## src/hw/aria_params.svh

```systemverilog
`ifndef ARIA_PARAMS_SVH
`define ARIA_PARAMS_SVH

// Datapath and storage sizes
`define ARIA_DATA_WIDTH 16
`define ARIA_REG_COUNT  16
`define ARIA_IMEM_DEPTH 256
`define ARIA_DMEM_DEPTH 256

// Instruction fields
`define ARIA_OP_MSB  15
`define ARIA_OP_LSB  12
`define ARIA_RD_MSB  11
`define ARIA_RD_LSB  8
`define ARIA_RA_MSB  7
`define ARIA_RA_LSB  4
`define ARIA_RB_MSB  3
`define ARIA_RB_LSB  0
`define ARIA_IMM_MSB 7
`define ARIA_IMM_LSB 0

`endif

```

## src/hw/aria_pkg.sv

```systemverilog
`default_nettype none

package aria_pkg;

`include "aria_params.svh"

    typedef logic [`ARIA_DATA_WIDTH-1:0] word_t;
    typedef logic [`ARIA_DATA_WIDTH-1:0] instr_t;
    typedef logic [$clog2(`ARIA_IMEM_DEPTH)-1:0] addr_t;
    typedef logic [$clog2(`ARIA_REG_COUNT)-1:0] reg_idx_t;
    typedef logic [3:0] flags_t;              // N Z C V

    localparam int FLAG_N = 3;
    localparam int FLAG_Z = 2;
    localparam int FLAG_C = 1;
    localparam int FLAG_V = 0;

    // Write-back source select
    localparam logic [1:0] WB_ALU = 2'd0;
    localparam logic [1:0] WB_MEM = 2'd1;
    localparam logic [1:0] WB_IMM = 2'd2;
    localparam logic [1:0] WB_SW  = 2'd3;

    typedef enum logic [3:0] {
        ADD  = 4'd0,  SUB  = 4'd1,  AND  = 4'd2,  ORR  = 4'd3,
        EOR  = 4'd4,  LSL  = 4'd5,  LSR  = 4'd6,  ASR  = 4'd7,
        MOVI = 4'd8,  ADDI = 4'd9,  LDR  = 4'd10, STR  = 4'd11,
        IN   = 4'd12, OUT  = 4'd13, BCC  = 4'd14, HLT  = 4'd15
    } opcode_t;

    typedef enum logic [3:0] {
        AL = 4'd0, EQ = 4'd1, NE = 4'd2, MI = 4'd3, CS = 4'd4
    } cond_t;

    typedef enum logic [2:0] {
        IDLE, FETCH, DECODE, EXECUTE, WRITEBACK, HALTED
    } state_t;

endpackage

`default_nettype wire

```

## src/hw/aria_regbank.sv

```systemverilog
`timescale 1ns/1ps
`default_nettype none

`include "aria_params.svh"

module aria_regbank (
    input  logic               clock,
    input  logic               rst_n,
    input  aria_pkg::reg_idx_t ra_idx,
    input  aria_pkg::reg_idx_t rb_idx,
    input  aria_pkg::reg_idx_t rd_idx,
    input  logic               we,
    input  aria_pkg::word_t    wdata,
    output aria_pkg::word_t    a_bus,
    output aria_pkg::word_t    b_bus,
    output aria_pkg::word_t    d_bus
);
    import aria_pkg::*;

    word_t regs [`ARIA_REG_COUNT];

    always_ff @(posedge clock) begin
        if (!rst_n) begin
            for (int i = 0; i < `ARIA_REG_COUNT; i++) begin
                regs[i] <= '0;
            end
        end else if (we) begin
            regs[rd_idx] <= wdata;
        end
    end

    // Combinational read ports
    assign a_bus = regs[ra_idx];
    assign b_bus = regs[rb_idx];
    assign d_bus = regs[rd_idx];                          // Store data

endmodule

`default_nettype wire

```

## config.mk

```make
export PLATFORM = sky130hd
export DESIGN_NAME = aria_regbank
export DESIGN_NICKNAME = d
export VERILOG_FILES = /design/src/hw/aria_pkg.sv /design/src/hw/aria_regbank.sv
export VERILOG_INCLUDE_DIRS = /design/src /design/src/hw
export SDC_FILE = /design/constraint.sdc
export NUM_CORES = 1
export LEC_CHECK = 0
export BUFFER_PORTS_ARGS = -buffer_cell sky130_fd_sc_hd__buf_2
export CORE_MARGIN = 1
export CORE_UTILIZATION = 45
export DETAILED_ROUTE_END_ITERATION = 10
export GPL_TIMING_DRIVEN = 0
export REMOVE_ABC_BUFFERS = 1
export SYNTH_ARGS = -nofsm -noshare
export SYNTH_HDL_FRONTEND = slang
export SYNTH_SLANG_ARGS = --single-unit
```

## constraint.sdc

```tcl
create_clock -name clock -period 4.05 [get_ports clock]
set_clock_uncertainty 0.2 [all_clocks]
set_input_delay 0 -clock clock [delete_from_list [all_inputs] [get_ports clock]]
set_output_delay 0 -clock clock [all_outputs]
set_load 0.005 [all_outputs]
```

# Word level (Yosys, flattened, before mapping)
# Memory sizes are Yosys's and may differ from the RTL's.
# Index checks and enable logic that the tools add are counted.
# totals
rom_bits	0
ff_bits	0
latch_bits	0
n_memories	1
wordCells	9
out_inout_bits	48
mem_bits_rw	256
input_bits	31
# memory_table
name	words	word_bits	rd	rd_ports_with_merged_regs	write_ports	line	text
regs	16	16	3	0	16	aria_regbank.sv:20	word_t regs [`ARIA_REG_COUNT];
# op_classes
div	0
n_mul	0
eq_ne	0
magnitude_cmp	0
mux	7
addsub	0
n_bitwise	0
n_reduce_logical	1
shifts	0
# ops
cell	count
two-way mux 16 bit	1
OR reduction 16 bit	1
two-way mux 1 bit	5
two-way mux 4 bit	1

# Depth between registers and ports, before layout
# depth
ltp_word	5
ltp_mapped	6
ltp_nobuf	3

# Worst setup path before layout
# OpenSTA, ideal clock, no wires.
# synth_timing
kind	input to register
startpoint	in rd_idx[0]
endpoint	mem regs[10][0] (netlist bit) (enable)
required_ns	3.439
path_buffers	2
setup_ns	0.411
path_stages	4
t_arrival_ns	1.801
setup_slack_ns	1.638
cell_sequence	buf_6 > buf_6 > nand2b_2 > o21ai_0
# synth_lines
item	line	text
from (decl)	aria_regbank.sv:11	input aria_pkg::reg_idx_t rd_idx,
to (decl)	aria_regbank.sv:20	

==> out/results.ini <==
[finish]
top_register=regs
nets=1082
area_growth_pct=13.8
utilization_pct=52.4
largest_reg_flops=256
nFillCells=2749
reg_top3=regs: 256 flops
drive_above_1_share_pct=35.6

[sta]
setup_viol=0
slew_viol_final=0
min_period_ns=3.13
fin_crit_sh_pct=77.2
rsz0062_at_grt=false
max_freq_ghz=0.320
slew_headroom_pct=9.55
finalWorstSetupSlack_ns=0.923
hold_violations=0
worstMarginPinSlew_ns=1.36

[logic_synthesis]
synth.distinct_cells=26
avgSynthCellArea_um2=15.6
ys_ff_latch=256
synth_most_common_cell=edfxtp_1
synth_area_leaders=edfxtp_1 (49%), mux4_2 (26%), and2_1 (9.9%)
yosys.area.top_type=edfxtp_1
synthCells=998
ys_top_cells_by_count=edfxtp_1 (256), and2_1 (246), mux4_2 (183), a22oi_1 (96), nand2_1 (48)
yosysWarnings=0
async_flop_share_pct=0
synth_top_cell_area_share_pct=49.4
synth_area_mm2=0.0156
ys.flop_type=edfxtp_1
synth_edf_count=256
yosysSeqAreaShare_pct=49.4

[hold_path]
worstHoldPathType=in2reg
min_to=regs[15][10]
hold_depth=3
hold_start=rd_idx[3]

[setup_path]
worstSetupEndpointType=flip-flop
crit_path_cell_trace=dlygate4sd3_1 -> buf_2 -> nand4b_4 -> nor3_4 -> nand2b_1
crit_type=in2reg
cp.buffers_inverters=2
start_kind=input pin
crit_family=simple AND/OR/NAND/NOR gates
critPathSlowestCell=nand2b_1
critPathMaxStageDelay_ns=1.13
required_ns=4.01
cp_max_fo=17
cp.arrival_ns=3.08

[global_route]
grt_overflow_total=0
antenna_found_initial=1
grt_pass1_vias=9978
grt_pass1_wl_mm=70.2
track_usage_pct=28.1
grt_max_degree=57

[clocking]
cts_tree=built
cts_buffers=28
holdBufCountCts=17
cts_sinks=256
clockRootBuffer=clkbuf_16
htree_levels=1
clk_pin_slew_worst_paths_ns=0.06
post-cts-setup-buffers=0
cts_max_path_buffers=3
cts_resized=0

[die]
core-area_mm2=0.0338
die_x_um=188
initial_core_util_pct=46.1
ios=79
die-area_mm2=0.0353
dieHeight_um=188
rows=67

[place]
hpwlAfterDp_mm=29.8
gp_congestion=0.738
pre_cts_slack_ns=0.397
io_buffers=78

[detailed_routing]
viasPerCell=6.47
wl_mm=48.6
vias=9843
ant_nets=0
drc=0
drtIter0Drc=1113
avgRoutedWirePerCell_um=32.0
drtPass1Iterations=7

[pwr]
cellLeakagePower_nw=6.12
p_per_area_mw_per_mm2=378
total_power_w=0.00670
worst_ir_drop_vdd_mv=0.331

[flow_run]
drv_cap=0

[run_status]
status=completed

==> cell type report <==
class | instances | area [um2] | share of cell area, %
clock buffer | 34 | 744 | 4.20
sequential | 256 | 7690 | 43.4
tap | 448 | 561 | 3.16
timing repair buffer | 122 | 1150 | 6.52
antenna | 3 | 7.51 | 0.0424
clock inverter | 15 | 115 | 0.650
multi-input combinational | 643 | 7440 | 42.0
==> stage by stage <==
stage | hold WS [ns] | cell area (um2) | cells | setup TNS [ns]
floorplan | -0.00185 | 15000 | 899 | 0
global placement | 0.274 | 16000 | 1425 | -505.25
detailed placement | 0.279 | 16700 | 1452 | 0
CTS | 0.0113 | 17700 | 1518 | 0
global route | 0.0349 | 17700 | 1518 | 0
finish | 0.0267 | 17700 | 1521 | 0
==> cell families (layout without fill, tap and decap cells) <==
logic type,Yosys count,count (layout),share of synthesized area [%]
simple gates,343,343,14.0
buf+inv,99,171,3.61
other cells,0,3,0
mux,192,192,28.0
compound gates,108,108,5.02
flops,256,256,49.4
==> report_power, final <==
| group | total, W | switching (W) | leakage [nW] | internal (W) |
|---|---|---|---|---|
| clock network | 0.00247 | 0.00106 | 0.424 | 0.00142 |
| registers | 0.00317 | 0.0000992 | 2.44 | 0.00307 |
| logic | 0.00106 | 0.000545 | 3.25 | 0.000510 |
==> how the worst max path moves through the flow <==
stage / from / depth (start not counted) / slack, ns / to
after global placement: rd_idx[0] / 3 / -2.70 / regs[13][0]
after floorplan: rd_idx[3] / 2 / 1.91 / regs[1][0]
after detailed placement: rst_n / 4 / 0.40 / regs[4][13]
final: rd_idx[2] / 5 / 0.92 / regs[4][2]
after CTS: rd_idx[2] / 5 / 0.87 / regs[0][4]
after global routing: rd_idx[2] / 5 / 0.79 / regs[4][2]
==> placed cells by master, fill, tap and decap left out, drive strengths merged <==
| cell type | instances |
|---|---|
| and2 | 259 |
| mux4 | 192 |
| bufinv | 2 |
| o21ai | 12 |
| clkinv | 13 |
| nand4 | 1 |
| nand2b | 6 |
| a22oi | 96 |
| nor3 | 4 |
| diode | 3 |
| nand2 | 49 |
| nand4bb | 1 |
| dlygate4sd3 | 17 |
| clkbuf | 34 |
| edfxtp | 256 |
| buf | 105 |
| nor2 | 15 |
| nor2b | 6 |
| nand4b | 2 |
==> metal layers <==
layer | vias to the layer above | routed length (um) | share of wire, % | track usage (%)
met5 | - | 0 | 0 | 0
met4 | 0 | 1970 | 4.0 | 11.3
met3 | 119 | 3800 | 7.8 | 4.44
met2 | 485 | 24200 | 50 | 46.9
met1 | 5127 | 18700 | 38 | 36.9
li1 | 4112 | - | - | -
No activity file was read; power rests on OpenSTA's default activity.
