<file path="config.mk">
export PLATFORM = sky130hd
export DESIGN_NAME = aria_shifter
export DESIGN_NICKNAME = d
export VERILOG_FILES = /design/src/hw/aria_pkg.sv /design/src/hw/aria_shifter.sv
export VERILOG_INCLUDE_DIRS = /design/src /design/src/hw
export SDC_FILE = /design/constraint.sdc
export NUM_CORES = 1
export LEC_CHECK = 0
export BUFFER_PORTS_ARGS = -buffer_cell sky130_fd_sc_hd__buf_2
export CAP_MARGIN = 10
export CORE_MARGIN = 4
export CORE_UTILIZATION = 45
export DETAILED_ROUTE_END_ITERATION = 7
export PLACE_DENSITY = 0.76
export SYNTH_ARGS = -nofsm -noshare
export SYNTH_HDL_FRONTEND = slang
export SYNTH_SLANG_ARGS = --single-unit
</file>
<file path="constraint.sdc">
create_clock -name vclk -period 6.35
set_clock_uncertainty 0.15 [all_clocks]
set_input_delay 0.9525 -clock vclk [all_inputs]
set_output_delay 0.9525 -clock vclk [all_outputs]
set_load 0.02 [all_outputs]
</file>
<file path="src/hw/aria_params.svh">
`ifndef ARIA_PARAMS_SVH
`define ARIA_PARAMS_SVH

// Datapath and storage sizes
`define ARIA_DATA_WIDTH 16
`define ARIA_REG_COUNT  16
`define ARIA_IMEM_DEPTH 256
`define ARIA_DMEM_DEPTH 256

// Instruction fields
`define ARIA_OP_MSB  15
`define ARIA_OP_LSB  12
`define ARIA_RD_MSB  11
`define ARIA_RD_LSB  8
`define ARIA_RA_MSB  7
`define ARIA_RA_LSB  4
`define ARIA_RB_MSB  3
`define ARIA_RB_LSB  0
`define ARIA_IMM_MSB 7
`define ARIA_IMM_LSB 0

`endif

</file>
<file path="src/hw/aria_pkg.sv">
`default_nettype none

package aria_pkg;

`include "aria_params.svh"

    typedef logic [`ARIA_DATA_WIDTH-1:0] word_t;
    typedef logic [`ARIA_DATA_WIDTH-1:0] instr_t;
    typedef logic [$clog2(`ARIA_IMEM_DEPTH)-1:0] addr_t;
    typedef logic [$clog2(`ARIA_REG_COUNT)-1:0] reg_idx_t;
    typedef logic [3:0] flags_t;              // N Z C V

    localparam int FLAG_N = 3;
    localparam int FLAG_Z = 2;
    localparam int FLAG_C = 1;
    localparam int FLAG_V = 0;

    // Write-back source select
    localparam logic [1:0] WB_ALU = 2'd0;
    localparam logic [1:0] WB_MEM = 2'd1;
    localparam logic [1:0] WB_IMM = 2'd2;
    localparam logic [1:0] WB_SW  = 2'd3;

    typedef enum logic [3:0] {
        ADD  = 4'd0,  SUB  = 4'd1,  AND  = 4'd2,  ORR  = 4'd3,
        EOR  = 4'd4,  LSL  = 4'd5,  LSR  = 4'd6,  ASR  = 4'd7,
        MOVI = 4'd8,  ADDI = 4'd9,  LDR  = 4'd10, STR  = 4'd11,
        IN   = 4'd12, OUT  = 4'd13, BCC  = 4'd14, HLT  = 4'd15
    } opcode_t;

    typedef enum logic [3:0] {
        AL = 4'd0, EQ = 4'd1, NE = 4'd2, MI = 4'd3, CS = 4'd4
    } cond_t;

    typedef enum logic [2:0] {
        IDLE, FETCH, DECODE, EXECUTE, WRITEBACK, HALTED
    } state_t;

endpackage

`default_nettype wire

</file>
<file path="src/hw/aria_shifter.sv">
`timescale 1ns/1ps
`default_nettype none

`include "aria_params.svh"

module aria_shifter (
    input  aria_pkg::word_t   a_bus,
    input  aria_pkg::word_t   b_bus,
    input  aria_pkg::word_t   imm,
    input  logic              b_sel_imm,
    input  aria_pkg::opcode_t alu_op,
    input  logic              c_in,
    output aria_pkg::word_t   b_out,
    output aria_pkg::word_t   shift_result,
    output logic              shift_carry
);
    import aria_pkg::*;

    localparam int W  = `ARIA_DATA_WIDTH;
    localparam int AW = $clog2(W);

    logic [AW-1:0]  amt;
    logic [W:0]     lsl_ext;
    logic [W:0]     lsr_ext;
    logic signed [W:0] asr_ext;

    assign b_out = b_sel_imm ? imm : b_bus;
    assign amt   = b_bus[AW-1:0];

    // One guard bit catches the last bit shifted out
    assign lsl_ext = {1'b0, a_bus} << amt;
    assign lsr_ext = {a_bus, 1'b0} >> amt;
    assign asr_ext = $signed({a_bus, 1'b0}) >>> amt;

    always_comb begin
        shift_result = a_bus;
        shift_carry  = c_in;
        case (alu_op)
            LSL: begin
                shift_result = lsl_ext[W-1:0];
                shift_carry  = lsl_ext[W];
            end
            LSR: begin
                shift_result = lsr_ext[W:1];
                shift_carry  = lsr_ext[0];
            end
            ASR: begin
                shift_result = asr_ext[W:1];
                shift_carry  = asr_ext[0];
            end
            default: ;
        endcase
        if (amt == '0) begin
            shift_carry = c_in;                           // Zero shift keeps C
        end
    end

endmodule

`default_nettype wire

</file>
* Yosys cells after proc, flatten, opt, wreduce, memory -nomap -nowiden
Cells that the tools add are included.
** Operators by class
- Add/subtract/negate cells :: 0
- Multiply operators :: 0
- Divide/modulo/power cells :: 0
- Order comparisons :: 0
- Equality and inequality tests :: 3
- Shift operators :: 3
- Multiplexer cells :: 4
- Bitwise operators :: 0
- Reductions and logical operators :: 1
** Operators by type and width (count)
- $pmux 16 s3 :: 1
- $shl 16x4->17 :: 1
- $shr 17x4->17 :: 1
- $sshr 17x4->17 :: 1
- $mux 16 :: 1
- $eq 4x3->1 const B :: 3
- $logic_not 4->1 :: 1
- $pmux 1 s3 :: 1
- $mux 1 :: 1
** Storage, ports and cells
- Register bits :: 0
- Bits in latches :: 0
- Bits in writable memories :: 0
- ROM bits :: 0
- Logic and storage cells :: 11
- Memories :: 0

* Longest topological paths before layout
- Depth after elaboration :: 3
- Mapped depth :: 8

* Worst setup path after synthesis
OpenSTA, ideal clock, no wires.
- Path kind :: input-to-output
- Start :: in a_bus[9]
- End :: out shift_carry
- Data arrival time :: 2.416 ns
- Data required time :: 5.247 ns
- Slack :: 2.831 ns
- Cell stages on the path :: 5
- Buffers on the path :: 1
- Cells stage by stage :: buf_6 > mux4_2 > a222oi_1 > o21ai_1 > or3_1
** On the way
- Word-level cells in the longest chain between the ends :: 3
- Elaborated cells on any way between the ends :: 5
- Those cells by class :: shift: 3; mux: 2
** Ends and longest elaborated chain
- from (decl) :: line aria_shifter.sv:7 : input aria_pkg::word_t a_bus,
- $sshr 17x4->17, or another cell as far along :: line aria_shifter.sv:33 : assign asr_ext = $signed({a_bus, 1'b0}) >>> amt;
- $pmux 1 s3 * :: line aria_shifter.sv:38 : case (alu_op)
- $mux 1 * :: line aria_shifter.sv:53 : if (amt == '0) begin
- to (decl) :: line aria_shifter.sv:15 : output logic shift_carry
Mark *: on every way between the ends. The rest lies on a longest branch, timed or not.

* Worst setup path after layout
- Start :: in b_bus[0]
- End :: out shift_result[7]
** On the way
- Word-level cells in the longest chain between the ends :: 2
- Elaborated cells on any way between the ends :: 4
- Those cells by class :: shift: 3; mux: 1
** Ends and longest elaborated chain
- from (decl) :: line aria_shifter.sv:8 : input aria_pkg::word_t b_bus,
- $sshr 17x4->17, or another cell as far along :: line aria_shifter.sv:33
- $pmux 16 s3 * :: line aria_shifter.sv:38
- to (decl) :: line aria_shifter.sv:14 : output aria_pkg::word_t shift_result,
Marked as above.

==> summary.txt <==
Floorplan
  – Initial Util: 0.469
  – CORE AREA: 4410 µm²
  – Die footprint: 5750 µm²
  – Num ports: 87
  – Die X: between 70 and 80 µm
  – # rows: 24
  – Die Y: roughly 76 µm

Final layout
  – FFs & Latches: 0
  – Layout cells sized above 1: 0.386
  – Register area: 0 µm²
  – Post-route design area: roughly 2400 µm²
  – Antenna diodes: 0
  – Fin cells: between 300 and 400
  – Syn-to-layout area delta: 15.8%
  – Clock buf count: 0
  – Nets: 377

Place
  – GP Congestion: 0.985
  – Placed Instances: 373
  – Post-detailed-placement half-perimeter wirelength: between 5 and 6 mm
  – Port bufs: 87
  – Cell Area, Placed: 2400 µm²

Synth
  – Post-synth top area share: 0.147
  – Most frequent cells after synthesis: 28 x mux2i_1, 27 x mux2_2, 25 x nor2_1, 18 x nand2_1, 16 x o21ai_0
  – Most frequent cell after synthesis: mux2i_1
  – Sequential cell area fraction in the yosys report: 0
  – Gate Count Post-Synth: 260
  – Post-synth top area cell: mux2_2
  – Synth unique cells: 48
  – Area contributors post-synth: mux2_2 15%, mux2i_1 14%, mux4_2 8.7%
  – Post-Synthesis Net Count: 314
  – Avg Cell Area, Syn: 7.96 µm²
  – Yosys warnings: 0
  – Netlist Area Pre-Place: just over 2000 µm²

Clocking
  – Hold Buf Count CTS: 0
  – Post-CTS Setup Repair Bufs: 0
  – Post-CTS sizing: 0

Timing
  – Max-slew violation count: 0
  – Total negative slack: 0 ns
  – Final Cycle Share: 0.692
  – Tmin final: 4.39 ns
  – Setup-failing EPs final: 0
  – RSZ-0062 raised after global routing: false
  – Slew margin rel.: 0.348
  – Peak Freq: 228 MHz
  – Hold WS: 2.08 ns
  – Worst Tran Pin Value: ~0.98 ns
  – Fin. Hold Viols: 0

Worst setup path
  – CP Cell Sequence: buf_2, buf_4, mux2_2, mux2i_1, mux2_2, nor2_1, o32a_1, buf_2
  – Bufs and invs on worst path: 3
  – Crit path required time: 5.25 ns
  – CP endpoint kind: output pin
  – Worst-path fanout max: 27
  – Crit-path slowest cell: buf_4
  – Max incr delay on CP: between 0.4 and 0.5 ns
  – Setup crit start kind: primary input
  – Arrival @ worst endpoint: about 3.3 ns
  – WS Path Type: primary input to output pin
  – Kind of cell adding the most delay to the critical path: buffers and inverters

Status
  – Run status: finished, final reports clean

Routing
  – Drc violations: 0
  – Iteration-0 DRC Markers: 431
  – First-pass detailed-route iteration total: 5
  – DRT Wirelength: ~7.8 mm
  – DR vias/cell: 7.01
  – Final ANT Viol Nets: 0
  – Vias: 2,616
  – Drt wl/cell: 20.8 µm

Power and ir drop
  – Clock network power share: 0
  – Switching Fraction: 0.587
  – Cell internal pwr: 82.2 µW
  – Worst VDD drop: 0.0426 mV
  – Gate power share: 1.000
  – Sw Pwr: 117 µW
  – Power per cell area: 83.0 nW/µm²
  – P_leak: between 0.001 and 0.0015 µW
  – Share of power burned in registers: 0

GRT
  – First-pass GRT wire length: approximately 12 mm
  – Gr usage total: 0.256
  – GR Overflow Total: 0
  – Vias in the first global route: between 2,000 and 2,500
  – Pin count of the biggest net entering global routing: 52
  – Initial antenna violation count: 0

Flow run
  – Max Cap Violations: 0

Min path
  – Hold crit path type: primary input to output pin
## metal layers
layer	routed length [µm]	share of wire	up-vias	GRT usage
met2	3580	0.46	225	0.427
met4	119	0.015	0	0.0466
li1	-	-	1156	-
met5	0	0	-	0
met1	3020	0.39	1218	0.361
met3	1040	0.13	17	0.0237
## cell usage in the layout, fill, tap and decap left out, types with 7 or more instances in the layout
cell / instances
mux4_2: 8
nor2_1: 25
nand2b_1: 8
mux2_2: 27
a21oi_1: 9
buf_2: 87
mux2i_1: 28
nand2_1: 18
a211oi_1: 9
nand3_1: 7
o21ai_0: 16
## cells by family (layout without fill, tap and decap cells)
logic type / after synthesis / count (layout) / synth area share
AO/OA/AOI/OAI: 80 / 80 / 0.273
AND/OR/NAND/NOR: 79 / 79 / 0.187
multiplexers: 70 / 70 / 0.444
buffers and inverters: 31 / 92 / 0.0961
## power groups by stage
stage | clock network, µW | logic, µW | registers, µW
after floorplan | 0 | 138 | 0
after global placement | 0 | 192 | 0
after detailed placement | 0 | 194 | 0
after CTS | 0 | 195 | 0
after global routing | 0 | 213 | 0
final | 0 | 199 | 0
## per-stage QoR
step	worst slack, ns	total power [µW]	util
final	1.96	199	0.543
after global routing	1.83	213	0.543
after CTS	2.00	195	0.543
after detailed placement	2.00	194	0.543
after global placement	2.04	192	0.543
after floorplan	2.83	138	-
## path summary, 6_finish.rpt
path	from	to	slack [ns]	cells past startpoint
max	b_bus[0]	shift_result[7]	1.96	8
min	imm[2]	b_out[2]	2.08	4
## cell type report
| cell class | count | area (µm²) |
|---|---|---|
| tap | 52 | 65.1 |
| timing repair buffer | 89 | 450 |
| multi-input combinational | 229 | 1870 |
| fill | 436 | 2020 |
| inverter | 3 | 11.3 |
Note: power is estimated with default switching activity, not from simulation.
