File: config.mk
export PLATFORM = sky130hd
export DESIGN_NAME = aria_control
export DESIGN_NICKNAME = d
export VERILOG_FILES = /design/src/hw/aria_pkg.sv /design/src/hw/aria_control.sv
export VERILOG_INCLUDE_DIRS = /design/src /design/src/hw
export SDC_FILE = /design/constraint.sdc
export NUM_CORES = 1
export LEC_CHECK = 0
export BUFFER_PORTS_ARGS = -buffer_cell sky130_fd_sc_hd__buf_4
export CORE_ASPECT_RATIO = 1.2
export CORE_MARGIN = 2
export CORE_UTILIZATION = 44
export DETAILED_ROUTE_END_ITERATION = 8
export PLACE_DENSITY = 0.79
export SYNTH_ARGS = -nofsm -noshare
export SYNTH_HDL_FRONTEND = slang
export SYNTH_SLANG_ARGS = --single-unit
File: constraint.sdc
create_clock -name clock -period 1.5 [get_ports clock]
set_input_delay 0 -clock clock [delete_from_list [all_inputs] [get_ports clock]]
set_output_delay 0 -clock clock [all_outputs]
set_load 0.01 [all_outputs]
File: src/hw/aria_params.svh
`ifndef ARIA_PARAMS_SVH
`define ARIA_PARAMS_SVH

// Datapath and storage sizes
`define ARIA_DATA_WIDTH 16
`define ARIA_REG_COUNT  16
`define ARIA_IMEM_DEPTH 256
`define ARIA_DMEM_DEPTH 256

// Instruction fields
`define ARIA_OP_MSB  15
`define ARIA_OP_LSB  12
`define ARIA_RD_MSB  11
`define ARIA_RD_LSB  8
`define ARIA_RA_MSB  7
`define ARIA_RA_LSB  4
`define ARIA_RB_MSB  3
`define ARIA_RB_LSB  0
`define ARIA_IMM_MSB 7
`define ARIA_IMM_LSB 0

`endif

File: src/hw/aria_pkg.sv
`default_nettype none

package aria_pkg;

`include "aria_params.svh"

    typedef logic [`ARIA_DATA_WIDTH-1:0] word_t;
    typedef logic [`ARIA_DATA_WIDTH-1:0] instr_t;
    typedef logic [$clog2(`ARIA_IMEM_DEPTH)-1:0] addr_t;
    typedef logic [$clog2(`ARIA_REG_COUNT)-1:0] reg_idx_t;
    typedef logic [3:0] flags_t;              // N Z C V

    localparam int FLAG_N = 3;
    localparam int FLAG_Z = 2;
    localparam int FLAG_C = 1;
    localparam int FLAG_V = 0;

    // Write-back source select
    localparam logic [1:0] WB_ALU = 2'd0;
    localparam logic [1:0] WB_MEM = 2'd1;
    localparam logic [1:0] WB_IMM = 2'd2;
    localparam logic [1:0] WB_SW  = 2'd3;

    typedef enum logic [3:0] {
        ADD  = 4'd0,  SUB  = 4'd1,  AND  = 4'd2,  ORR  = 4'd3,
        EOR  = 4'd4,  LSL  = 4'd5,  LSR  = 4'd6,  ASR  = 4'd7,
        MOVI = 4'd8,  ADDI = 4'd9,  LDR  = 4'd10, STR  = 4'd11,
        IN   = 4'd12, OUT  = 4'd13, BCC  = 4'd14, HLT  = 4'd15
    } opcode_t;

    typedef enum logic [3:0] {
        AL = 4'd0, EQ = 4'd1, NE = 4'd2, MI = 4'd3, CS = 4'd4
    } cond_t;

    typedef enum logic [2:0] {
        IDLE, FETCH, DECODE, EXECUTE, WRITEBACK, HALTED
    } state_t;

endpackage

`default_nettype wire

File: src/hw/aria_control.sv
`timescale 1ns/1ps
`default_nettype none

`include "aria_params.svh"

module aria_control (
    input  logic               clock,
    input  logic               rst_n,
    input  aria_pkg::instr_t   instr,
    input  aria_pkg::flags_t   flags,
    output aria_pkg::reg_idx_t rd_idx,
    output aria_pkg::reg_idx_t ra_idx,
    output aria_pkg::reg_idx_t rb_idx,
    output aria_pkg::word_t    imm,
    output logic               reg_we,
    output logic [1:0]         wb_sel,
    output logic               b_sel_imm,
    output aria_pkg::opcode_t  alu_op,
    output logic               upd_nz,
    output logic               upd_cv,
    output logic               dmem_we,
    output logic               out_we,
    output logic               imem_en,
    output logic               pc_step,
    output logic               pc_load,
    output logic               halted
);
    import aria_pkg::*;

    state_t  state;
    state_t  state_nxt;
    instr_t  ir;
    opcode_t op;
    cond_t   cond;
    logic [7:0] imm8;
    logic    in_wb;
    logic    take_branch;

    // ####################################################################
    // Sequencer
    // ####################################################################

    always_ff @(posedge clock) begin
        if (!rst_n) begin
            state <= IDLE;
            ir    <= '0;
        end else begin
            state <= state_nxt;
            if (state == DECODE) begin
                ir <= instr;                          // Fetched word is valid here
            end
        end
    end

    always_comb begin
        case (state)
            IDLE:      state_nxt = FETCH;
            FETCH:     state_nxt = DECODE;
            DECODE:    state_nxt = EXECUTE;
            EXECUTE:   state_nxt = WRITEBACK;
            WRITEBACK: state_nxt = (op == HLT) ? HALTED : FETCH;
            HALTED:    state_nxt = HALTED;              // Left only by reset
            default:   state_nxt = IDLE;
        endcase
    end

    // ####################################################################
    // Decode
    // ####################################################################

    assign op    = opcode_t'(ir[`ARIA_OP_MSB:`ARIA_OP_LSB]);
    assign cond  = cond_t'(ir[`ARIA_RD_MSB:`ARIA_RD_LSB]);
    assign imm8  = ir[`ARIA_IMM_MSB:`ARIA_IMM_LSB];
    assign in_wb = (state == WRITEBACK);

    assign rd_idx = ir[`ARIA_RD_MSB:`ARIA_RD_LSB];
    assign ra_idx = (op == ADDI) ? ir[`ARIA_RD_MSB:`ARIA_RD_LSB]   // ADDI reads rd
                                 : ir[`ARIA_RA_MSB:`ARIA_RA_LSB];
    assign rb_idx = ir[`ARIA_RB_MSB:`ARIA_RB_LSB];

    assign imm = (op == MOVI) ? {{(`ARIA_DATA_WIDTH-8){1'b0}}, imm8}
                              : {{(`ARIA_DATA_WIDTH-8){imm8[7]}}, imm8};

    assign alu_op    = op;
    assign b_sel_imm = (op == MOVI) || (op == ADDI);

    always_comb begin
        case (op)
            MOVI:    wb_sel = WB_IMM;
            LDR:     wb_sel = WB_MEM;
            IN:      wb_sel = WB_SW;
            default: wb_sel = WB_ALU;
        endcase
    end

    always_comb begin
        case (cond)
            AL:      take_branch = 1'b1;
            EQ:      take_branch = flags[FLAG_Z];
            NE:      take_branch = !flags[FLAG_Z];
            MI:      take_branch = flags[FLAG_N];
            CS:      take_branch = flags[FLAG_C];
            default: take_branch = 1'b0;           // Unassigned codes never branch
        endcase
    end

    assign imem_en = (state == FETCH);
    assign dmem_we = (state == EXECUTE) && (op == STR);
    assign reg_we  = in_wb && (op inside {ADD, SUB, AND, ORR, EOR, LSL, LSR, ASR,
                                          MOVI, ADDI, LDR, IN});
    assign upd_nz  = in_wb && (op inside {ADD, SUB, AND, ORR, EOR, LSL, LSR, ASR, ADDI});
    assign upd_cv  = in_wb && (op inside {ADD, SUB, ADDI, LSL, LSR, ASR});
    assign out_we  = in_wb && (op == OUT);
    assign pc_load = in_wb && (op == BCC) && take_branch;
    assign pc_step = in_wb && (op != HLT) && !pc_load;
    assign halted  = (state == HALTED);

endmodule

`default_nettype wire

# ---- Yosys cells after proc, flatten, opt, wreduce, memory -nomap -nowiden
# Cells that the tools add are included.
dict set report classes {
  n_eq_ne 25
  mux 6
  reduce_logical 18
}
# cell n
set ops {}
lappend ops {{== test 4 bit (second input constant)} 8}
lappend ops {{== test 4 x 3 -> 1 bit (second input constant)} 5}
lappend ops {{case mux 3 bit (6 select lines)} 1}
lappend ops {{== test 4 x 2 -> 1 bit (second input constant)} 4}
lappend ops {{2-to-1 mux 16 bit} 1}
lappend ops {{nonzero test 12 bit} 1}
lappend ops {{logical AND 1 bit} 9}
lappend ops {{nonzero test 9 bit} 1}
lappend ops {{== test 4 x 1 -> 1 bit (second input constant)} 2}
lappend ops {{logical NOT 4 bit} 2}
lappend ops {{== test 3 x 2 -> 1 bit (second input constant)} 2}
lappend ops {{== test 3 bit (second input constant)} 2}
lappend ops {{case mux 2 bit (3 select lines)} 1}
lappend ops {{nonzero test 6 bit} 1}
lappend ops {{case mux 1 bit (5 select lines)} 1}
lappend ops {{2-to-1 mux 4 bit} 1}
lappend ops {{inequality test 4 bit (second input constant)} 1}
lappend ops {{== test 3 x 1 -> 1 bit (second input constant)} 1}
lappend ops {{logical NOT 3 bit} 1}
lappend ops {{2-to-1 mux 3 bit} 1}
lappend ops {{logical NOT 1 bit} 2}
lappend ops {{logical OR 1 bit} 1}
dict set report totals {
  register_bits 19
  input_bits 22
  out_inout_bits 44
}

# ---- Logic depth before layout (Yosys ltp)
dict set report depth {
  word_depth 5
  depth_mapped 5
  ltp_nobuf 4
}

# ---- Worst setup path before layout
# OpenSTA, ideal clock, no wires.
dict set report synth_timing {
  path_type {register to output}
  start {register ir[13]}
  end {output ra_idx[0]}
  t_arrival_ps 1255
  t_required_ps 1500
  setup_slack_ps 245
  path_stages_with_launch 6
  cell_sequence {dfxtp_1 buf_4 nand2b_4 nor2_4 and2_4 mux2_4}
}
dict set report synth_between {
  elab_chain_len 2
}
# item line
set synth_lines {}
lappend synth_lines {{start, declared} aria_control.sv:32} ;# instr_t ir;
lappend synth_lines {{start signal, assigned} aria_control.sv:50} ;# ir <= instr;
lappend synth_lines {{== test 4 bit} aria_control.sv:77} ;# assign ra_idx = (op == ADDI) ? ir[`ARIA_RD_MSB:`ARIA_RD_LSB]
lappend synth_lines {{2-to-1 mux 4 bit} aria_control.sv:77}
lappend synth_lines {{end, declared} aria_control.sv:12} ;# output aria_pkg::reg_idx_t ra_idx,
# No other way between the ends.

# ---- Final worst setup path
dict set report layout_timing {
  start {register ir[13]}
  end {output ra_idx[3]}
}
# The elaborated chain is that of the path after synthesis.

==> results <==
- The finished layout holds 244 standard cells, fillers aside.
- The width of the chip is 51.5 µm.
- The clock share of power is 20.8%.
- The aggregate global routing overflow is 0.
- The minimum setup slack among reg-to-reg paths is 0.28 ns.
- The floorplan die height is 61.0 µm.
- The launching point of the worst reg2reg path is ir[15].
- STA classifies the critical path startpoint as a register.
- At the worst endpoint, the arrival time is 1.52 ns.
- Once the floorplan was initialized, standard cells occupied 46.7% of the core.
- The number of enable flip-flop cells after synthesis is 0.
- The critical path is of the reg -> out type.
- At the pin with the least slew margin, the transition time is 0.315 ns.
- Summing all multi-input logic gate instances after layout gives 676 µm².
- The number of nets in the final layout is 234.
- The cell with the biggest individual delay on the critical path is sky130_fd_sc_hd__dfxtp_4.
- Of the total power, the share spent switching nets is 30.7%.
- Port buffering added 64 buffers.
- The number of buffers and inverters on the critical path is 1.
- The worst path setup slack after routing is -0.0186 ns.
- Among all flip-flop cells after synthesis, the most frequent one is sky130_fd_sc_hd__dfxtp_1.
- The global-route wire length before repair is 4920 µm.
- Sequential elements use 31.9% of the synthesized area.
- The beginning of the critical path is ir[13].
- Setup repair after global routing could not meet its margin everywhere.
- In this run, placement finished with an instance count of 220.
- The top cell type by total area after synthesis is sky130_fd_sc_hd__dfxtp_1.
- The clock edge transition at the registers on the reported setup and hold paths is 0.11 ns.
- For this run, the top clock speed supported by timing is 0.659 GHz.
- The path category of the worst min-delay check is in -> reg.
- The die covers 3140 µm².
- The critical path required time is 1.50 ns.
- The mean routed wirelength per cell is 13.1 µm.
- The hold violation total from the final report is 0.
- Summing all flip-flop and latch instances after layout gives 395 µm².
- The fraction of synthesis flops using an asynchronous set or reset pin is 0%.
- During synthesis, Yosys emitted a total of 0 warnings.
- The relative max-transition margin is 79.0%.
- The reported leakage power is 0.000827 µW.
- In this run the number of H-tree levels came out at 1.
- The flip-flop and latch count after synthesis is 19.
- The clock period minus worst slack is 1.52 ns.
- 0 antenna diodes ended up in the layout.
- Setup violations remaining at the end of the flow were counted as 4.
- The number of standard-cell rows in the floorplan is 20.
- In the post-synthesis netlist, the biggest area contributors are sky130_fd_sc_hd__dfxtp_1, sky130_fd_sc_hd__nand2_1, sky130_fd_sc_hd__a21boi_2.
- After detailed routing, the number of remaining DRC violations is 0.
- Using the TritonRoute via totals, the vias-per-cell ratio works out to 4.92.
- The length in cells of the worst reg-to-reg path is 5.
- The buffer depth of the longest clock path is 2.
- The routed design has 3190 µm of wire.
- The largest fanout on the critical path is 4.
- In this run, the number of DRC markers left after iteration 0 of detailed routing was 19.
- The pin count of the biggest net entering global routing is 20.
- Traced cell by cell, the critical path runs through nand2b_4 > nor2_4 > and2_4 > mux2_4 > buf_6.
- The congestion estimate from routability-driven global placement came to 0.751.
- The core area is 2550 µm².
- The family with the most delay on the worst path is simple AND/OR/NAND/NOR gates.
- Dividing the synthesized area by the synthesized cell count gives 8.64 µm².
- Ranked by instance count, the synthesized netlist is headed by sky130_fd_sc_hd__nand2_1, sky130_fd_sc_hd__dfxtp_1, sky130_fd_sc_hd__buf_4.
- The TritonCTS clock tree is yes.
- The final antenna-violating net count is 0.
- The element type at the critical path end is a primary output.
- The longest individual stage delay on the worst path is 0.37 ns.
- The share of synthesized area in the top cell type comes to 31.9%.
- The number of antenna violations at the first check in global routing was 0.
- The final-report max-slew violation count is 0.
- Between clock sinks in the finished design, the worst skew comes to 0.00286 ns.
- Internal power comes to 877 µW.
- In this run the count of I/O pins placed on the die edge is 66.
- The share of cells above drive strength 1 is 52.1%.
- Relative to the synthesized area, the layout overhead comes to 56.9%.
- The final critical-path share of the clock period is 101%.
- The total global routing track utilization is 20.8%.
- sky130_fd_sc_hd__nand2_1 is the most common cell in the netlist.
- The timing endpoint of the critical path is ra_idx[3].
- The part of the total power dissipated in combinational logic is 32.4%.
- Max-cap violations in this run came to 0.
- The count of clock tree sinks is 19.
- The proportion of power drawn by flip-flops and latches is 46.8%.
- Adding up every negative setup slack in the final design gives -0.0706 ns.
- The cell count after synthesis came out at 138.
- In this run the power density over the cells is 677 nW/µm².
- The via count of the first global-routing pass is 1162.
- The synthesized netlist occupies a cell area of 1190 µm².
- The clock latency at the later pin of the worst-skew pair is 0.30 ns.
- The routed layout has 1201 vias.
- Fill cells in the final layout number 213.
- The final reports fail on negative setup slack.
- TritonCTS created 3 clock buffers.
- The first detailed-routing pass took 4 iterations.
- The critical path runs through a total of 5 cells.
- The clock root buffer is sky130_fd_sc_hd__clkbuf_4.
- The run finished, with violations left.
- The HPWL after detailed placement is 2170 µm.
- The endpoint of the lowest-slack register-to-register path is state[2].
- The number of nets in the synthesized netlist is 160.
- For this design the total switching power over the nets is 389 µW.
- The synthesized netlist contains 32 unique library cells.
- The highest ir drop seen on vdd is 569 µV.
-- flip-flops by register name, indices dropped and copies added (netlist names) --
name   cells
ir        16
state      3
-- how the worst min path moves through the flow --
stage	start	endpoint	slack, ns	depth (start not counted)
after floorplan	instr[13]	ir[13]	0.14	2
after global placement	instr[0]	ir[0]	0.26	3
after detailed placement	instr[15]	ir[15]	0.27	3
after CTS	rst_n	ir[6]	0.03	2
after global routing	rst_n	ir[4]	0.04	2
final	rst_n	ir[8]	0.03	2
-- layout by cell type, fill, tap and decap left out, types with 2 or more instances in the layout --
cell type	instances
sky130_fd_sc_hd__a21boi_0	6
sky130_fd_sc_hd__a21boi_2	10
sky130_fd_sc_hd__a21oi_1	3
sky130_fd_sc_hd__and2_1	2
sky130_fd_sc_hd__and3_1	2
sky130_fd_sc_hd__buf_4	66
sky130_fd_sc_hd__buf_6	6
sky130_fd_sc_hd__clkbuf_4	3
sky130_fd_sc_hd__dfxtp_1	11
sky130_fd_sc_hd__dfxtp_2	6
sky130_fd_sc_hd__dfxtp_4	2
sky130_fd_sc_hd__dlygate4sd3_1	16
sky130_fd_sc_hd__mux2_4	4
sky130_fd_sc_hd__nand2_1	36
sky130_fd_sc_hd__nand2b_1	4
sky130_fd_sc_hd__nand2b_4	3
sky130_fd_sc_hd__nand3_1	2
sky130_fd_sc_hd__nor2_1	6
sky130_fd_sc_hd__nor3_1	3
sky130_fd_sc_hd__xnor2_1	2
-- power groups by stage --
stage	registers (µW)	clock network, µW	logic (µW)
final	593	264	410
after global placement	600	0	341
after CTS	591	261	401
after detailed placement	603	0	348
after global routing	599	283	445
after floorplan	590	0	230
-- logic make-up (layout without fill, tap and decap cells) --
| family | Yosys count | after routing | share of synthesized area [%] |
|---|---|---|---|
| xor+xnor | 2 | 2 | 1.47 |
| simple gates | 67 | 67 | 30.8 |
| buf+inv | 21 | 94 | 12.8 |
| flops | 19 | 19 | 31.9 |
| mux | 4 | 4 | 5.04 |
| compound gates | 25 | 25 | 17.9 |
-- routing by layer --
metal / vias to the layer above / global-route usage [%] / part of all wire, %
li1: 591 / - / -
met1: 543 / 24.1 / 40
met2: 59 / 38.3 / 51
met3: 8 / 2.18 / 6.9
met4: 0 / 10.2 / 2.3
met5: - / 0 / 0
-- per-stage QoR --
step,instance area (µm²),setup slack (ns),util (%),hold slack [ns],power (µW)
finish,1870,-0.0186,73.3,0.0318,1270
global route,1870,-0.0642,73.3,0.0397,1330
CTS,1840,-0.0350,72.2,0.0313,1250
detailed placement,1600,0.197,62.6,0.268,950
global placement,1600,0.229,62.6,0.256,941
floorplan,1190,0.245,-,0.145,821
-- repair_timing --
action | 4_1_cts | 5_1_grt
cloned | 0 | 0
hold buffers | 16 | 0
gates resized for setup | 13 | 7
endpoints found under the hold margin | 16 | 0
setup endpoints to repair | 8 | 16
buffers inserted | 4 | 0
pin swaps | 1 | 3
-- layout make-up --
type	instances	share of cell area, %
clock buffer	3	1.20
clock inverter	1	0.268
inverter	2	0.401
multi-input combinational	98	36.1
sequential	19	21.1
tap	33	2.21
timing repair buffer	88	38.7
(Power assumes the default switching activity.)
