File: config.mk
export PLATFORM = sky130hd
export DESIGN_NAME = aria_alu
export DESIGN_NICKNAME = d
export VERILOG_FILES = /design/src/hw/aria_pkg.sv /design/src/hw/aria_alu.sv
export VERILOG_INCLUDE_DIRS = /design/src /design/src/hw
export SDC_FILE = /design/constraint.sdc
export NUM_CORES = 1
export LEC_CHECK = 0
export ABC_AREA = 1
export BUFFER_PORTS_ARGS = -buffer_cell sky130_fd_sc_hd__buf_2
export CAP_MARGIN = 20
export CORE_ASPECT_RATIO = 1.25
export CORE_UTILIZATION = 25
export CTS_BUF_LIST = sky130_fd_sc_hd__clkbuf_2 sky130_fd_sc_hd__clkbuf_4 sky130_fd_sc_hd__clkbuf_8
export DETAILED_ROUTE_END_ITERATION = 10
export PLACE_DENSITY = 0.47
export SYNTH_ARGS = -nofsm -noshare
export SYNTH_HDL_FRONTEND = slang
export SYNTH_SLANG_ARGS = --single-unit
File: constraint.sdc
create_clock -name clock -period 1.87 [get_ports clock]
set_clock_uncertainty 0.05 [all_clocks]
set_input_delay 0.0935 -clock clock [delete_from_list [all_inputs] [get_ports clock]]
set_output_delay 0.0935 -clock clock [all_outputs]
set_load 0.05 [all_outputs]
File: src/hw/aria_params.svh
`ifndef ARIA_PARAMS_SVH
`define ARIA_PARAMS_SVH

// Datapath and storage sizes
`define ARIA_DATA_WIDTH 16
`define ARIA_REG_COUNT  16
`define ARIA_IMEM_DEPTH 256
`define ARIA_DMEM_DEPTH 256

// Instruction fields
`define ARIA_OP_MSB  15
`define ARIA_OP_LSB  12
`define ARIA_RD_MSB  11
`define ARIA_RD_LSB  8
`define ARIA_RA_MSB  7
`define ARIA_RA_LSB  4
`define ARIA_RB_MSB  3
`define ARIA_RB_LSB  0
`define ARIA_IMM_MSB 7
`define ARIA_IMM_LSB 0

`endif

File: src/hw/aria_pkg.sv
`default_nettype none

package aria_pkg;

`include "aria_params.svh"

    typedef logic [`ARIA_DATA_WIDTH-1:0] word_t;
    typedef logic [`ARIA_DATA_WIDTH-1:0] instr_t;
    typedef logic [$clog2(`ARIA_IMEM_DEPTH)-1:0] addr_t;
    typedef logic [$clog2(`ARIA_REG_COUNT)-1:0] reg_idx_t;
    typedef logic [3:0] flags_t;              // N Z C V

    localparam int FLAG_N = 3;
    localparam int FLAG_Z = 2;
    localparam int FLAG_C = 1;
    localparam int FLAG_V = 0;

    // Write-back source select
    localparam logic [1:0] WB_ALU = 2'd0;
    localparam logic [1:0] WB_MEM = 2'd1;
    localparam logic [1:0] WB_IMM = 2'd2;
    localparam logic [1:0] WB_SW  = 2'd3;

    typedef enum logic [3:0] {
        ADD  = 4'd0,  SUB  = 4'd1,  AND  = 4'd2,  ORR  = 4'd3,
        EOR  = 4'd4,  LSL  = 4'd5,  LSR  = 4'd6,  ASR  = 4'd7,
        MOVI = 4'd8,  ADDI = 4'd9,  LDR  = 4'd10, STR  = 4'd11,
        IN   = 4'd12, OUT  = 4'd13, BCC  = 4'd14, HLT  = 4'd15
    } opcode_t;

    typedef enum logic [3:0] {
        AL = 4'd0, EQ = 4'd1, NE = 4'd2, MI = 4'd3, CS = 4'd4
    } cond_t;

    typedef enum logic [2:0] {
        IDLE, FETCH, DECODE, EXECUTE, WRITEBACK, HALTED
    } state_t;

endpackage

`default_nettype wire

File: src/hw/aria_alu.sv
`timescale 1ns/1ps
`default_nettype none

`include "aria_params.svh"

module aria_alu (
    input  logic              clock,
    input  logic              rst_n,
    input  aria_pkg::word_t   a_bus,
    input  aria_pkg::word_t   b_out,
    input  aria_pkg::word_t   shift_result,
    input  logic              shift_carry,
    input  aria_pkg::opcode_t alu_op,
    input  logic              upd_nz,
    input  logic              upd_cv,
    output aria_pkg::word_t   result,
    output aria_pkg::flags_t  flags
);
    import aria_pkg::*;

    localparam int W   = `ARIA_DATA_WIDTH;
    localparam int MSB = W - 1;

    logic [W:0] add_ext;
    logic [W:0] sub_ext;
    logic       c_new;
    logic       v_new;

    assign add_ext = {1'b0, a_bus} + {1'b0, b_out};
    assign sub_ext = {1'b0, a_bus} + {1'b0, ~b_out} + 1'b1;   // Carry set means no borrow

    always_comb begin
        result = b_out;
        c_new  = flags[FLAG_C];
        v_new  = flags[FLAG_V];
        case (alu_op)
            ADD, ADDI: begin
                result = add_ext[MSB:0];
                c_new  = add_ext[W];
                v_new  = (a_bus[MSB] == b_out[MSB]) && (result[MSB] != a_bus[MSB]);
            end
            SUB: begin
                result = sub_ext[MSB:0];
                c_new  = sub_ext[W];
                v_new  = (a_bus[MSB] != b_out[MSB]) && (result[MSB] != a_bus[MSB]);
            end
            AND: result = a_bus & b_out;
            ORR: result = a_bus | b_out;
            EOR: result = a_bus ^ b_out;
            LSL, LSR, ASR: begin
                result = shift_result;
                c_new  = shift_carry;                     // V is kept
            end
            default: ;
        endcase
    end

    always_ff @(posedge clock) begin
        if (!rst_n) begin
            flags <= '0;
        end else begin
            if (upd_nz) begin
                flags[FLAG_N] <= result[MSB];
                flags[FLAG_Z] <= (result == '0);
            end
            if (upd_cv) begin
                flags[FLAG_C] <= c_new;
                flags[FLAG_V] <= v_new;
            end
        end
    end

endmodule

`default_nettype wire

# ---- Word level (Yosys, flattened, before mapping)
# Index checks and enable logic that the tools add are counted.
dict set report word_totals {
  regBits 4
  input_bits 57
  word_cells 35
}
dict set report op_classes {
  n_reduce_logical 10
  n_bitwise 4
  add_sub_neg 3
  n_eq_ne 12
  n_mux 3
}
# op n
set op_table {}
lappend op_table {{$pmux W16 S6} 1}
lappend op_table {{$add A16 B16 Y17} 2}
lappend op_table {{$add A17 B1 Y17 const B} 1}
lappend op_table {{$and A16 B16 Y16} 1}
lappend op_table {{$eq A4 B3 Y1 const B} 4}
lappend op_table {{$logic_not A16 Y1} 1}
lappend op_table {{$not A16 Y16} 1}
lappend op_table {{$or A16 B16 Y16} 1}
lappend op_table {{$xor A16 B16 Y16} 1}
lappend op_table {{$eq A4 B2 Y1 const B} 2}
lappend op_table {{$eq A4 B1 Y1 const B} 1}
lappend op_table {{$eq A4 B4 Y1 const B} 1}
lappend op_table {{$logic_not A4 Y1} 1}
lappend op_table {{$reduce_and A2 Y1} 2}
lappend op_table {{$ne A1 B1 Y1} 3}
lappend op_table {{$pmux W1 S3} 1}
lappend op_table {{$reduce_bool A3 Y1} 1}
lappend op_table {{$reduce_or A3 Y1} 1}
lappend op_table {{$logic_and A1 B1 Y1} 2}
lappend op_table {{$pmux W1 S2} 1}
lappend op_table {{$reduce_bool A2 Y1} 1}
lappend op_table {{$reduce_or A2 Y1} 1}
lappend op_table {{$eq A1 B1 Y1} 1}

# ---- Longest topological paths before layout
# Gate-level depths: netlist of run 1.
dict set report logic_depth {
  depth_word 6
  depth_mapped 20
  mapped_depth_nobuf 19
}

# ---- Least setup slack after synthesis of run 1
# OpenSTA, ideal clock, no wires.
dict set report synth_timing {
  kind {in2reg}
  from {input port a_bus[0]}
  to {register flags[2]}
  setup_time_ns 0.070
  cell_stages 16
  t_arrival_ns 2.312
  required_time_ns 1.750
  slack_ns -0.561
  cell_sequence {inv_1 -> ha_1 -> fa_1 -> inv_1 -> nand3_1 -> nand2_1 -> nand2_1 -> nand2_1 -> nand2_1 -> nand3_1 -> nand4_1 -> nor2_1 -> nand3_1 -> nor2_1 -> nand3_1 -> a21oi_1}
}
dict set report synth_via {
  elab_chain_cells 4
  word_cells_on_any_way 8
}
# item line
set synth_rtl {}
lappend synth_rtl {{start: declaration} aria_alu.sv:9} ;# input aria_pkg::word_t a_bus,
lappend synth_rtl {{$add A16 B16 Y17} aria_alu.sv:30} ;# assign sub_ext = {1'b0, a_bus} + {1'b0, ~b_out} + 1'b1;
lappend synth_rtl {{$add A17 B1 Y17} aria_alu.sv:30}
lappend synth_rtl {{$pmux W16 S6 *} aria_alu.sv:36} ;# case (alu_op)
lappend synth_rtl {{via result[6]} aria_alu.sv:16} ;# output aria_pkg::word_t result,
lappend synth_rtl {{$logic_not A16 Y1 *} aria_alu.sv:64} ;# flags[FLAG_Z] <= (result == '0);
lappend synth_rtl {{end signal: indexed assignment} aria_alu.sv:63} ;# flags[FLAG_N] <= result[MSB];
lappend synth_rtl {{end signal: indexed assignment} aria_alu.sv:64}
lappend synth_rtl {{end signal: indexed assignment} aria_alu.sv:67} ;# flags[FLAG_C] <= c_new;
lappend synth_rtl {{end: declaration} aria_alu.sv:17} ;# output aria_pkg::flags_t flags
# Mark *: on every way through the listed nets, which the timed path passes. The rest lies on a longest branch.
# A chain may end at the register's enable or synchronous reset.

# ---- Final worst setup path of run 1
dict set report layout_timing {
  from {input port a_bus[0]}
  to {register flags[2]}
}
dict set report layout_via {
  elab_chain_cells 4
  word_cells_on_any_way 8
}
# item line
set layout_rtl {}
lappend layout_rtl {{$add A16 B16 Y17} aria_alu.sv:30}
lappend layout_rtl {{$add A17 B1 Y17} aria_alu.sv:30}
lappend layout_rtl {{$pmux W16 S6 *} aria_alu.sv:36}
lappend layout_rtl {{$logic_not A16 Y1 *} aria_alu.sv:64}
# Mark *: on every way between the ends. The rest lies on a longest branch, timed or not.

==> results of run 1 <==
-- worst max-delay path: stages --
cell     delay (ps)
buf_12          100
inv_12           30
ha_4            150
fa_2            390
inv_2            80
nand3_4          80
nand2_4         100
nand2_2          60
nand2_1          50
nand2_1          60
nand3_2          60
nand4_1         160
nor2_2          220
nand3_2         110
nor2_1          110
nand3_1          80
a21oi_1         130
-- cell type report --
type / instances / area [sq um] / share of cell area [%]
multi-input combinational: 471 / 3480 / 54.43
inverter: 108 / 432.9 / 6.772
tap: 164 / 205.2 / 3.210
clock buffer: 3 / 41.29 / 0.6459
sequential: 4 / 80.08 / 1.253
timing repair buffer: 272 / 2153 / 33.69
-- repair_timing --
action,in CTS,in global routing
endpoints found under the setup margin,15,18
resized for setup,146,166
setup buffers,15,14
pin swaps,55,72
-- placed cells by master (no fill, tap or decap), types with 3 or more instances in the layout --
cell	count
nand2_1	122
nor2_2	19
inv_4	6
ha_4	19
buf_4	179
nand4_1	10
ha_1	20
buf_2	52
inv_2	44
o21ai_1	6
buf_12	7
nand3_2	18
nor3_4	3
clkbuf_8	3
dfxtp_1	4
a21oi_4	6
nor2_4	14
buf_8	8
ha_2	9
o22ai_1	5
a21oi_1	11
o21ai_0	17
inv_1	57
o221ai_1	3
buf_6	25
nand2_2	44
nand2_4	18
a211oi_1	4
o21ai_2	3
nor2_1	28
o21bai_1	3
a21oi_2	10
xor2_1	3
nand3_1	60
-- final timing paths --
path,from,end,slack (ps),depth (start not counted)
setup / recovery,a_bus[0],flags[2]$_SDFFE_PN0P_,-80,17
hold / removal,upd_nz,flags[3]$_SDFFE_PN0P_,80,2
setup reg to reg,flags[1]$_SDFFE_PN0P_,flags[1]$_SDFFE_PN0P_,1130,2
hold reg to reg,flags[2]$_SDFFE_PN0P_,flags[2]$_SDFFE_PN0P_,420,2
-- through the flow --
stage	setup TNS [ps]	hold slack (ps)	utilization, %	instance area, sq um	std cells
after global routing	-1167	91.71	52.08	6392	1022
after global placement	-3825	316.1	41.18	5055	991
after detailed placement	-3879	297.8	41.18	5055	991
after CTS	-377.2	77.19	46.90	5757	1009
final	-246.3	79.03	52.08	6392	1022
after floorplan	-444.4	137.0	-	3237	596
-- routing by layer --
metal	track usage (%)	vias up	part of all wire, %
met5	0	-	0
met1	24.61	2179	40
met4	8.285	0	3.8
met2	40.55	107	53
met3	1.630	30	3.1
li1	-	2428	-
-- cells by family after synthesis --
group                      after synthesis
AOI/OAI and AO/OA                       76
xor gates and xnor gates                 4
adders and majority gates               50
buffers and inverters                  121
DFF                                      4
and+or+nand+nor                        341
-- power by group through the flow --
| stage | combinational, mW | clock (mW) | sequential (mW) |
|---|---|---|---|
| after CTS | 1.83 | 0.187 | 0.0927 |
| after global routing | 2.27 | 0.195 | 0.0934 |
| after global placement | 1.57 | 0 | 0.0935 |
| after floorplan | 0.825 | 0 | 0.110 |
| final | 2.10 | 0.182 | 0.0926 |
| after detailed placement | 1.57 | 0 | 0.0939 |
==> out/metrics.yaml, run 1 <==
run_status:
  status: "finished, violations left"
  violations: "setup timing"
timing:
  fmax_ghz: 0.5124
  period_share_pct: 104.4
  hold_violations: 0
  setup_viol: 7
  grt_setup_unrepaired: "yes"
  fin_ws_ps: -81.54
  fin_crit_ps: 1952
  tightest_slew_ps: 433.2
  drv_slew: 0
  slew_headroom_pct: 71.11
layout:
  top_register: "flags"
  fillCellCount: 1270
  top_regs: "flags x4"
  area_growth_pct: 100.2
  largest_reg_flops: 4
  nets: 967
  drive_gt1_share_pct: 58.04
  antenna_cells: 0
routing:
  dr.first_iter.drc_count: 193
  drt-total-wl_um: 14380
  vias_per_cell: 4.642
  drtAntennaViolNets: 0
  wire_per_inst_um: 14.07
  drc: 0
  first_pass_iters: 4
  vias: 4744
logic_synthesis:
  yosysTopAreaCellShare_pct: 20.92
  seq_area_frac_synth_pct: 2.508
  ys_async_sr_fraction_pct: 0
  synth_edf_count: 0
  synth_warnings: 0
  synthAdderAreaFrac_pct: 20.06
  ys_ff_latch: 4
  yosys.area_share.simple_pct: 46.12
  synth_common_cells: "nand2_1 (178), inv_1 (103), nand3_1 (78)"
  syn_area_sq_mm: 0.003193
  synth_top_family_by_area: "simple AND/OR/NAND/NOR gates"
  synth_xor_xnor_area_share_pct: 1.097
  yosysMostFrequentCell: "nand2_1"
  synth.distinct_cells: 37
  synth_fp_nets: 703
  synthFlopType: "dfxtp_1"
  synth_area_leaders: "nand2_1 (21%), ha_1 (19%), nand3_1 (12%)"
  synthMuxAreaShare_pct: 0
  synth_top_area_cell: "nand2_1"
  synth_compound_area_share_pct: 14.26
  syn_inst: 596
  avgSynthCellArea_sq_um: 5.357
setup_path:
  worstSetupStartpointType: "input port"
  crit_type: "in -> reg"
  cp.arrival_ps: 2050
  required_ps: 1970
  endpoint_kind: "register"
  crit_fanout: 4
place:
  dp_hpwl_um: 11640
  port_buffers: 76
  place_ws_ps: -513.7
  gp_congestion: 0.9267
pwr:
  p_leak_nw: 3.317
  switching_share_pct: 49.72
  finalPower_mw: 2.375
  powerDensity_mw_per_mm2: 371.6
  ir_drop_mv: 0.2720
  power_frac_comb_pct: 88.4
  seqPwrFrac_pct: 3.9
  p_sw_mw: 1.181
  p_int_mw: 1.194
  power_frac_clock_pct: 7.7
clock_tree:
  cts_tree: "yes"
  cts_root_buffer: "clkbuf_8"
  htree_levels: 1
  clk_pin_slew_worst_paths_ps: 30
  cts_buffers: 3
  clock-sinks: 4
  clock_latency_ps: 210
  cts_hold_buf: 0
  ctsLongestPathBuffers: 2
flow_run:
  drv_cap: 0
global_route:
  grt_antenna_before_repair: 0
  grt_pass1_vias: 4716
  grt_first_pass_wirelength_um: 22200
  grt.total_usage_pct: 21.49
  grt_start_max_net_pins: 15
  overflow: 0
floorplan:
  die_h_um: 128.4
  dieWidth_um: 103.1
  core.rowCount: 45
  core_area_sq_mm: 0.01227
  initial_core_util_pct: 26.01
  top_level_ports: 77
  die_area_sq_mm: 0.01323
worst_hold_path:
  hp-class: "in -> reg"
Power figures use the tool's default switching activity.
==> inputs of run 2 (changes only) <==
--- a/config.mk
+++ b/config.mk
@@ -7,13 +7,14 @@
 export NUM_CORES = 1
 export LEC_CHECK = 0
 export ABC_AREA = 1
-export BUFFER_PORTS_ARGS = -buffer_cell sky130_fd_sc_hd__buf_2
 export CAP_MARGIN = 20
 export CORE_ASPECT_RATIO = 1.25
 export CORE_UTILIZATION = 25
 export CTS_BUF_LIST = sky130_fd_sc_hd__clkbuf_2 sky130_fd_sc_hd__clkbuf_4 sky130_fd_sc_hd__clkbuf_8
 export DETAILED_ROUTE_END_ITERATION = 10
-export PLACE_DENSITY = 0.47
+export DONT_BUFFER_PORTS = 1
+export HOLD_SLACK_MARGIN = 0.12
+export PLACE_DENSITY = 0.42
 export SYNTH_ARGS = -nofsm -noshare
 export SYNTH_HDL_FRONTEND = slang
 export SYNTH_SLANG_ARGS = --single-unit
==> out/metrics.yaml, run 2 (synthesis gave the netlist of run 1 again) <==
global_route:
  grt_first_pass_wirelength_um: 21610  # -2.7%
  overflow: 0  # unchanged
  grt.total_usage_pct: 21.04  # -0.45 points
  grt_start_max_net_pins: 17  # +2
  grt_pass1_vias: 4386  # -7.0%
  grt_antenna_before_repair: 0  # unchanged
floorplan:
  die_area_sq_mm: 0.01323  # unchanged
  die_h_um: 128.4  # unchanged
  core_area_sq_mm: 0.01227  # unchanged
  dieWidth_um: 103.1  # unchanged
  top_level_ports: 77  # unchanged
  initial_core_util_pct: 26.01  # unchanged
  core.rowCount: 45  # unchanged
routing:
  dr.first_iter.drc_count: 177  # -8.3%
  wire_per_inst_um: 15.46  # +9.9%
  drt-total-wl_um: 13820  # -3.8%
  vias: 4288  # -9.6%
  vias_per_cell: 4.796  # +3.3%
  first_pass_iters: 4  # unchanged
  drtAntennaViolNets: 0  # unchanged
  drc: 0  # unchanged
clock_tree:
  clock_latency_ps: 220  # about the same
  cts_tree: "yes"
  clock-sinks: 4  # unchanged
  htree_levels: 1  # unchanged
  cts_buffers: 3  # unchanged
  cts_root_buffer: "clkbuf_8"
  clk_pin_slew_worst_paths_ps: 30  # about the same
  ctsLongestPathBuffers: 2  # unchanged
layout:
  fin_cells: 894  # -13%
  area_growth_pct: 65.24
  drive_gt1_share_pct: 44.66  # -13 points
  antenna_cells: 0  # unchanged
  stdcell_area_sq_mm: 0.005276  # -17%
  final_cell_mix: "nand2_1 (131), buf_4 (126), inv_1 (73)"
  top_register: "flags"
  top_regs: "flags x4"
  largest_reg_flops: 4  # unchanged
  layout_commonest_cell: "nand2_1"
  nets: 839  # -13%
setup_path:
  endpoint_kind: "primary output"
  required_ps: 1730  # -240 ps
  crit_fanout: 4  # unchanged
  worstSetupStartpointType: "input port"
  crit_type: "in -> out"
  cp.arrival_ps: 1800  # -250 ps
timing:
  tightest_slew_ps: 359.1  # -74.15 ps
  fmax_ghz: 0.5142  # +0.35%
  hold_violations: 0  # unchanged
  fin_crit_ps: 1945  # -6.846 ps
  period_share_pct: 104.0  # -0.37 points
  fin_setup_tns_ps: -135.5  # +110.8 ps
  hold_slack_ps: 186.1  # +107.0 ps
  grt_setup_unrepaired: "yes"
  slew_headroom_pct: 76.01  # +4.9 points
  fin_ws_ps: -74.70  # +6.846 ps
  setup_viol: 3  # -4
  drv_slew: 0  # unchanged
run_status:
  status: "finished, violations left"
  violations: "setup timing"
place:
  dp_hpwl_um: 11290  # -3.0%
  port_buffers: 0  # -100%
  dp_cells: 869  # -12%
  gp_congestion: 0.9208  # -0.64%
  placed_area_sq_mm: 0.004329  # -14%
worst_hold_path:
  hp-class: "in -> reg"
pwr:
  ir_drop_mv: 0.1743  # -36%
  finalPower_mw: 2.078  # -13%
  powerDensity_mw_per_mm2: 393.8  # +6.0%
  p_leak_nw: 2.653  # -20%
flow_run:
  drv_cap: 0  # unchanged
run 2: repair_timing:
| action | CTS | global route |
|---|---|---|
| hold buffers | 4 | 0 |
| hold endpoints to repair | 4 | 0 |
| buffers inserted | 16 | 4 |
| resized for setup | 100 | 99 |
| setup endpoints to repair | 12 | 13 |
| pin swaps | 45 | 39 |
run 2: stage by stage:
stage                     utilization [%]  worst slack, ps
after detailed placement            35.27           -429.3
after global routing                42.99           -124.4
after CTS                           40.02           -9.683
final                               42.99           -74.70
after global placement              35.27           -420.5
after floorplan                         -           -444.4
run 2: area by class of cell:
class                   instances  area (sq um)
multi-input cells             471          3299
fillers                      1372          6998
flip-flops and latches          4         80.08
inverters                     108         442.9
clock buffers                   3         41.29
repair buffers                144          1207
well taps                     164         205.2
run 2: final timing paths:
kind / start / to / slack [ps] / depth (start not counted)
max: a_bus[0] / result[6] / -70 / 13
min: b_out[15] / flags[3]$_SDFFE_PN0P_ / 190 / 4
max reg2reg: flags[3]$_SDFFE_PN0P_ / flags[3]$_SDFFE_PN0P_ / 930 / 3
min reg2reg: flags[2]$_SDFFE_PN0P_ / flags[2]$_SDFFE_PN0P_ / 420 / 2
run 2: routing by layer:
metal | vias to the layer above | routed length, um | track usage (%)
met3 | 22 | 585 | 1.575
met2 | 129 | 7228 | 39.73
met4 | 0 | 467 | 6.711
li1 | 2173 | - | -
met1 | 1964 | 5542 | 24.62
met5 | - | 0 | 0
run 2: worst max-delay path, stage by stage:
cell and delay, ps:
inv_12 10, ha_4 150, fa_2 390, inv_2 80
nand3_4 70, nand2_4 100, nand2_4 60, nand2_4 90
nand2_1 60, nand3_1 70, nand4_1 240, buf_4 230
buf_8 140
run 2: report_power, final:
part	switching (mW)	internal [mW]	total, mW
Clock	0.0438	0.137	0.181
Sequential	0.00155	0.0906	0.0921
Combinational	1.02	0.787	1.80
Total	1.06	1.01	2.08
